==> src/verilog/cache_geom_pkg.sv <==
package cache_geom_pkg;

  localparam int addr_bits  = 32;
  localparam int s_offset   = 5;                           // byte within a line
  localparam int s_index    = 3;                           // set select
  localparam int s_tag      = addr_bits - s_offset - s_index;
  localparam int num_sets   = 2**s_index;
  localparam int num_ways   = 2;
  localparam int line_bytes = 2**s_offset;
  localparam int line_bits  = 8*line_bytes;

  // one address word, read either flat or split into its cache fields
  typedef union packed {
    logic [addr_bits-1:0] word;
    struct packed {
      logic [s_tag-1:0]    tag;
      logic [s_index-1:0]  index;
      logic [s_offset-1:0] offset;
    } f;
  } cache_addr_t;

endpackage

==> src/verilog/cache_ctrl_pkg.sv <==
package cache_ctrl_pkg;

  // data-array write status
  // bit 0 miss handling, bit 1 fetch address, bit 2 write the data array
  localparam int wstat_bits = 3;

  localparam logic [wstat_bits-1:0] wstat_idle      = 3'b000;
  localparam logic [wstat_bits-1:0] wstat_cpu_write = 3'b100;
  localparam logic [wstat_bits-1:0] wstat_writeback = 3'b001;
  localparam logic [wstat_bits-1:0] wstat_fetch     = 3'b011;
  localparam logic [wstat_bits-1:0] wstat_fill      = 3'b111;

  // control FSM states
  localparam int state_bits = 3;

  localparam logic [state_bits-1:0] st_idle      = 3'd0;
  localparam logic [state_bits-1:0] st_check     = 3'd1;
  localparam logic [state_bits-1:0] st_commit    = 3'd2;
  localparam logic [state_bits-1:0] st_writeback = 3'd3;
  localparam logic [state_bits-1:0] st_fetch     = 3'd4;
  localparam logic [state_bits-1:0] st_settle    = 3'd5;

endpackage

==> src/verilog/dcache_ctrl_if.sv <==
`timescale 1ns/10ps

interface dcache_ctrl_if;
  import cache_geom_pkg::*;
  import cache_ctrl_pkg::*;

  // control to datapath
  logic [num_ways-1:0]   ld_valid;
  logic                  valid_val;
  logic [num_ways-1:0]   ld_dirty;   // registered in the datapath
  logic                  dirty_val;
  logic                  ld_lru;     // registered in the datapath
  logic                  lru_val;
  logic [num_ways-1:0]   ld_tag;
  logic [wstat_bits-1:0] wstat;

  // datapath to control
  logic                  hit;
  logic                  way_hit;
  logic                  lru;        // way to replace next in this set
  logic [num_ways-1:0]   valid;
  logic [num_ways-1:0]   dirty;

  modport ctrl (
    output ld_valid, valid_val, ld_dirty, dirty_val, ld_lru, lru_val, ld_tag, wstat,
    input  hit, way_hit, lru, valid, dirty
  );

  modport dpath (
    input  ld_valid, valid_val, ld_dirty, dirty_val, ld_lru, lru_val, ld_tag, wstat,
    output hit, way_hit, lru, valid, dirty
  );

endinterface

==> src/verilog/dcache_control.sv <==
`timescale 1ns/10ps

module dcache_control (
  input  logic        clk,
  input  logic        rst,
  input  logic        mem_read,
  input  logic        mem_write,
  input  logic        pmem_resp,
  dcache_ctrl_if.ctrl ctl,
  output logic        mem_resp,
  output logic        pmem_read,
  output logic        pmem_write
);
  import cache_ctrl_pkg::*;

  logic [state_bits-1:0] state;
  logic [state_bits-1:0] next_state;
  logic                  hit_seen;   // last check was a hit, so settle answers the CPU

  always_ff @(posedge clk)
  begin
    if (rst)
    begin
      state    <= st_idle;
      hit_seen <= 1'b0;
    end
    else
    begin
      state <= next_state;
      if (state == st_check)
      begin
        hit_seen <= ctl.hit;
      end
    end
  end

  always_comb
  begin
    next_state    = state;
    mem_resp      = 1'b0;
    pmem_read     = 1'b0;
    pmem_write    = 1'b0;
    ctl.wstat     = wstat_idle;
    ctl.ld_valid  = '0;
    ctl.valid_val = 1'b0;
    ctl.ld_dirty  = '0;
    ctl.dirty_val = 1'b0;
    ctl.ld_lru    = 1'b0;
    ctl.lru_val   = 1'b0;
    ctl.ld_tag    = '0;

    case (state)
      st_idle:
      begin
        if (mem_read || mem_write)
        begin
          next_state = st_check;
        end
      end

      st_check:
      begin
        if (ctl.hit)
        begin
          ctl.ld_lru  = 1'b1;
          ctl.lru_val = ~ctl.way_hit;   // other way becomes the victim
          if (mem_write)
          begin
            ctl.wstat                 = wstat_cpu_write;
            ctl.ld_dirty[ctl.way_hit] = 1'b1;
            ctl.dirty_val             = 1'b1;
            next_state                = st_commit;
          end
          else
          begin
            next_state = st_settle;
          end
        end
        else if (ctl.valid[ctl.lru] && ctl.dirty[ctl.lru])
        begin
          next_state = st_writeback;
        end
        else
        begin
          next_state = st_fetch;
        end
      end

      st_commit:
      begin
        next_state = st_settle;     // CPU write reaches the line this cycle
      end

      st_writeback:
      begin
        pmem_write = 1'b1;
        ctl.wstat  = wstat_writeback;
        if (pmem_resp)
        begin
          next_state = st_fetch;
        end
      end

      st_fetch:
      begin
        pmem_read = 1'b1;
        ctl.wstat = wstat_fetch;
        // pmem_rdata is only valid now, so capture it as a fill
        if (pmem_resp)
        begin
          ctl.wstat             = wstat_fill;
          ctl.ld_tag[ctl.lru]   = 1'b1;
          ctl.ld_valid[ctl.lru] = 1'b1;
          ctl.valid_val         = 1'b1;
          ctl.ld_dirty[ctl.lru] = 1'b1;
          ctl.dirty_val         = 1'b0;   // fresh line is clean
          next_state            = st_settle;
        end
      end

      st_settle:
      begin
        if (hit_seen)
        begin
          mem_resp   = 1'b1;
          next_state = st_idle;
        end
        else
        begin
          next_state = st_check;   // re-run the access, now as a hit
        end
      end

      default:
      begin
        next_state = st_idle;
      end
    endcase
  end

endmodule

==> src/flat_wrapper.sv <==
// flat-port wrapper written by rule: the top's interface ports become plain ports
module dcache_control_flat import cache_ctrl_pkg::*;
  (clk, rst, mem_read, mem_write, pmem_resp, mem_resp, pmem_read, pmem_write, ctl_ld_valid, ctl_valid_val, ctl_ld_dirty, ctl_dirty_val, ctl_ld_lru, ctl_lru_val, ctl_ld_tag, ctl_wstat, ctl_hit, ctl_way_hit, ctl_lru, ctl_valid, ctl_dirty);
  dcache_ctrl_if ctl_i ();
  input  logic clk;
  input  logic rst;
  input  logic mem_read;
  input  logic mem_write;
  input  logic pmem_resp;
  output logic mem_resp;
  output logic pmem_read;
  output logic pmem_write;
  output wire logic [$bits(ctl_i.ld_valid)-1:0] ctl_ld_valid;
  output wire logic [$bits(ctl_i.valid_val)-1:0] ctl_valid_val;
  output wire logic [$bits(ctl_i.ld_dirty)-1:0] ctl_ld_dirty;
  output wire logic [$bits(ctl_i.dirty_val)-1:0] ctl_dirty_val;
  output wire logic [$bits(ctl_i.ld_lru)-1:0] ctl_ld_lru;
  output wire logic [$bits(ctl_i.lru_val)-1:0] ctl_lru_val;
  output wire logic [$bits(ctl_i.ld_tag)-1:0] ctl_ld_tag;
  output wire logic [$bits(ctl_i.wstat)-1:0] ctl_wstat;
  input wire logic [$bits(ctl_i.hit)-1:0] ctl_hit;
  input wire logic [$bits(ctl_i.way_hit)-1:0] ctl_way_hit;
  input wire logic [$bits(ctl_i.lru)-1:0] ctl_lru;
  input wire logic [$bits(ctl_i.valid)-1:0] ctl_valid;
  input wire logic [$bits(ctl_i.dirty)-1:0] ctl_dirty;
  assign ctl_ld_valid = ctl_i.ld_valid;
  assign ctl_valid_val = ctl_i.valid_val;
  assign ctl_ld_dirty = ctl_i.ld_dirty;
  assign ctl_dirty_val = ctl_i.dirty_val;
  assign ctl_ld_lru = ctl_i.ld_lru;
  assign ctl_lru_val = ctl_i.lru_val;
  assign ctl_ld_tag = ctl_i.ld_tag;
  assign ctl_wstat = ctl_i.wstat;
  assign ctl_i.hit = ctl_hit;
  assign ctl_i.way_hit = ctl_way_hit;
  assign ctl_i.lru = ctl_lru;
  assign ctl_i.valid = ctl_valid;
  assign ctl_i.dirty = ctl_dirty;
  dcache_control u_core (.clk(clk), .rst(rst), .mem_read(mem_read), .mem_write(mem_write), .pmem_resp(pmem_resp), .ctl(ctl_i), .mem_resp(mem_resp), .pmem_read(pmem_read), .pmem_write(pmem_write));
endmodule
==> config.mk <==
export PLATFORM = sky130hd
export DESIGN_NAME = dcache_control_flat
export DESIGN_NICKNAME = d
export VERILOG_FILES = /design/src/verilog/cache_geom_pkg.sv /design/src/verilog/cache_ctrl_pkg.sv /design/src/verilog/dcache_ctrl_if.sv /design/src/verilog/dcache_control.sv /design/src/flat_wrapper.sv
export SDC_FILE = /design/constraint.sdc
export NUM_CORES = 1
export LEC_CHECK = 0
export ABC_AREA = 0
export ABC_CLOCK_PERIOD_IN_PS = 1240
export BUFFER_PORTS_ARGS = -buffer_cell sky130_fd_sc_hd__buf_4
export CORE_AREA = 2 2 39 41
export DETAILED_ROUTE_END_ITERATION = 8
export DIE_AREA = 0 0 41 43
export PLACE_DENSITY = 0.61
export SKIP_CTS_REPAIR_TIMING = 1
export SYNTH_ARGS = -nofsm -noshare
export SYNTH_HDL_FRONTEND = slang
export SYNTH_SLANG_ARGS = --single-unit
==> constraint.sdc <==
create_clock -name clk -period 1.24 [get_ports clk]
set_input_delay 0.248 -clock clk [delete_from_list [all_inputs] [get_ports clk]]
set_output_delay 0.248 -clock clk [all_outputs]
set_load 0.005 [all_outputs]
== After elaboration in Yosys (flattened, before gate mapping) ==
Cells that the tools add are included.
Storage, ports and cells
  input port bits: 12
  register bits after elaboration: 4
  output and inout port bits: 16
Operators by class
  bitwise operators: 1
  reduce and logical (&&, ||, !) cells: 6
  multiplexer cells: 38
  eq/ne operators: 8
  magnitude comparators: 4
Operators by type and width (count)
  2-to-1 mux 3 bit: 9
  2-to-1 mux 1 bit: 20
  case mux 3 bit (6 select lines): 1
  case mux 3 bit (3 select lines): 1
  2-to-1 mux 2 bit: 4
  == test 3 x 2 -> 1 bit (second input constant): 2
  == test 3 bit (second input constant): 2
  < comparator 1 x 2 -> 1 bit (second input constant): 2
  inequality test 2 bit (second input constant): 2
  case mux 2 bit (2 select lines): 1
  == test 3 x 1 -> 1 bit (second input constant): 1
  logical AND 1 bit: 3
  logical NOT 3 bit: 1
  AND reduction 3 bit: 1
  demux 1 bit (select 1 bit): 2
  greater-or-equal comparator 1 bit (second input constant): 2
  inequality test 2 x 1 -> 1 bit (second input constant): 1
  logical OR 1 bit: 1
  inverter 1 bit: 1

== Logic depth before layout (Yosys ltp) ==
  word-level depth: 7
  gate-level depth with buffers: 5

== Least setup slack after synthesis ==
No wires, ideal clock.
  path type: register to output
  start: register u_core.state[2]
  end: output ctl_ld_valid[0]
  data arrival time: 1.323 ns
  data required time: 0.992 ns
  path slack: -0.331 ns
  stages on the path, launching flop included: 6
  buffers on the path: 2
  cell sequence: dfxtp_1 -> buf_2 -> nor3b_1 -> nand2_1 -> nor2_1 -> buf_4
Between the ends
  cells in the longest elaborated chain, start to end: 2
Ends and longest elaborated chain
  start, declared: RTL line dcache_control.sv:16  | logic [state_bits-1:0] state;
  start signal, assigned: RTL line dcache_control.sv:24  | state <= st_idle;
  start signal, assigned: RTL line dcache_control.sv:29  | state <= next_state;
  == test 3 bit
  2-to-1 mux 2 bit
  end, declared: RTL line flat_wrapper.sv:13  | output wire logic [$bits(ctl_i.ld_valid)-1:0] ctl_ld_valid;
No other way between the ends.

== Worst setup path in the final report ==
  start: register u_core.state[2]
  end: output ctl_ld_dirty[1]
Between the ends
  cells in the longest elaborated chain, start to end: 2
  elaborated cells on any way between the ends: 3
  those cells by class: eq/ne: 2; mux: 1
Ends and longest elaborated chain
  == test 3 bit or == test 3 x 1 -> 1 bit (tied branches): RTL line dcache_control.sv:52  | case (state)
  case mux 2 bit (2 select lines) *: RTL line dcache_control.sv:52
  end, declared: RTL line flat_wrapper.sv:15  | output wire logic [$bits(ctl_i.ld_dirty)-1:0] ctl_ld_dirty;
Mark *: on every way between the ends. The rest lies on a longest branch, timed or not.

==> impl_metrics.ini <==
[layout]
final-instance-count-excl-fill = 107
final_common_cell = buf_4
num-fill-cells = 142
area_growth_syn_to_layout_pct = 102
layout_common_cells = buf_4 (33), nand2_1 (6), buf_6 (5)
diodes = 0
drive_above_1_share_pct = 64.8
fin_nets = 105

[clock_network]
clock-sinks = 4
clk_pin_slew_worst_paths_ns = 0.03
numCtsBuffers = 3
cts_tree = built
clk_latency_ns = 0.23
clock_path_buffers = 2
htree_num_levels = 1
clockRootBuffer = clkbuf_4

[yosys]
syn_inst = 54
synth_edf_count = 0
synth_ff_type = dfxtp_1
synthArstFlopShare_pct = 0
seq_area_frac_synth_pct = 21.4
synth_cell_types = 26
synth_area_um2 = 374
synth_nets = 66
synth-warning-count = 0
synth-seq-cells = 4
syn_avg_cell_area_um2 = 6.93

[worst_setup_path]
cp-start-kind = register
cp_slowest_stage_delay_ns = 0.38
crit_path_end_kind = primary output
worstRegToRegCells = 3
path_class = register to primary output
crit_arrival_ns = 1.32
crit_slowest_cell = dfxtp_4
crit_chain = nor3b_4, and3_4, a21o_1, buf_4
cp.required_ns = 0.99
cp_max_fo = 7

[sta]
rsz0062_at_grt = true
setup_violations = 17
finalMaxSlewViolations = 0
setup_ws_ns = -0.325
finalCriticalPeriod_ns = 1.57
relSlewSlack_pct = 83.2
finalCritPeriodShare_pct = 126
tightest_slew_ns = 0.252
skew_ns = 0.00787
fmax_mhz = 639
hold_viol = 0

[floorplan]
coreArea_mm2 = 0.00138
rows = 14
die_w_um = 41
initial_core_util_pct = 27.0
dieArea_mm2 = 0.00176
io_pins = 28
die_h_um = 43

[run]
drv_cap = 0

[hold_path]
hold_path_class = input port to register
min_path_cells = 2

[placed_design]
dp.cells = 100
detailed_place_hpwl_um = 923
place_ws_ns = -0.165
gp_congestion = 0.799
port_buffers = 27

[global_routing]
busiest_layer = met1
grt-ovfl-total = 0
gr-usage-all-layers_pct = 15.4
grt_pass1_vias = 428
grt_antenna_before_repair = 0
gr-usage-met3_pct = 4.71
grt_pass1_wl_mm = 1.88
met1_usage_pct = 22.8
grt_max_degree = 10
grt_use_met2_pct = 21.3

[route]
drt-initial-drc-count = 10
vias_per_cell = 4.63
vias = 495
route.detailed.drc = 0
final_antenna_net_count = 0
wl_mm = 1.28
drt-wirelength-per-cell_um = 11.9
firstDrtPassIters = 4

[run_status]
status = finished with violations
violations = negative setup slack

[power_and_ir_drop]
vdd_drop_max_uv = 586
power_density_mw_per_mm2 = 977
leakagePower_nw = 0.382
synthesized netlist by cell type, types with 2 or more instances:
master / instances / share of area (%)
buf_4: 2 / 4.0
inv_1: 6 / 6.0
a31oi_1: 2 / 3.3
and2_1: 3 / 5.0
a21oi_1: 2 / 2.7
nor2b_1: 3 / 5.0
dfxtp_1: 4 / 21
nor2_1: 2 / 2.0
o22ai_1: 2 / 3.3
nor3b_1: 4 / 8.0
nand2_1: 9 / 9.0
stage by stage:
stage	total power, mW	hold WS [ns]	TNS (ns)	utilization (%)	area (um2)
5_1_grt	0.799	0.185	-4.67	54.6	756
2_1_floorplan	0.340	0.317	-0.143	-	413
3_3_place_gp	0.498	0.428	-0.607	46.7	647
6_report	0.738	0.192	-3.54	54.6	756
3_5_place_dp	0.499	0.430	-0.694	46.7	647
4_1_cts	0.670	0.182	-4.35	48.4	669
state kept, by name, indices dropped and copies added (netlist names):
register	count
u_core.hit_seen	1
u_core.state	3
routing by layer:
layer	routed length, um	vias up	share of wire [%]
met1	579	227	45
met4	0	0	0
met5	0	-	0
met2	665	9	52
met3	30	0	2.4
li1	-	259	-
cell families after synthesis:
kind of cell	Yosys count	synth area share, %
simple gates	29	43.8
buf+inv	10	14.4
compound gates	11	20.4
flops	4	21.4
worst max-delay path, delay by kind of cell, from the launching register on:
family	cells	cell delay [ns]
AND/OR/NAND/NOR	2	0.52
AO/OA/AOI/OAI	1	0.08
flip-flops	1	0.38
buffers and inverters	1	0.10
power by group:
| part | switching [mW] | internal, mW |
|---|---|---|
| Clock | 0.0511 | 0.108 |
| Combinational | 0.141 | 0.243 |
| Sequential | 0.0401 | 0.155 |
| Total | 0.232 | 0.506 |
final timing paths:
kind,from,slack (ns),endpoint
setup / recovery,u_core.state[2],-0.33,ctl_ld_dirty[1]
setup reg to reg,u_core.state[0],-0.19,u_core.state[0]
hold reg to reg,u_core.hit_seen,0.47,u_core.hit_seen
hold / removal,rst,0.19,u_core.hit_seen
layout make-up:
class | count | area (um2) | share of cell area [%]
repair buffers | 38 | 304 | 40.2
multi-input cells | 40 | 298 | 39.4
flip-flops and latches | 4 | 88.8 | 11.8
clock buffers | 3 | 22.5 | 2.98
inverters | 6 | 22.5 | 2.98
well taps | 16 | 20.0 | 2.65
(Power assumes the default switching activity.)
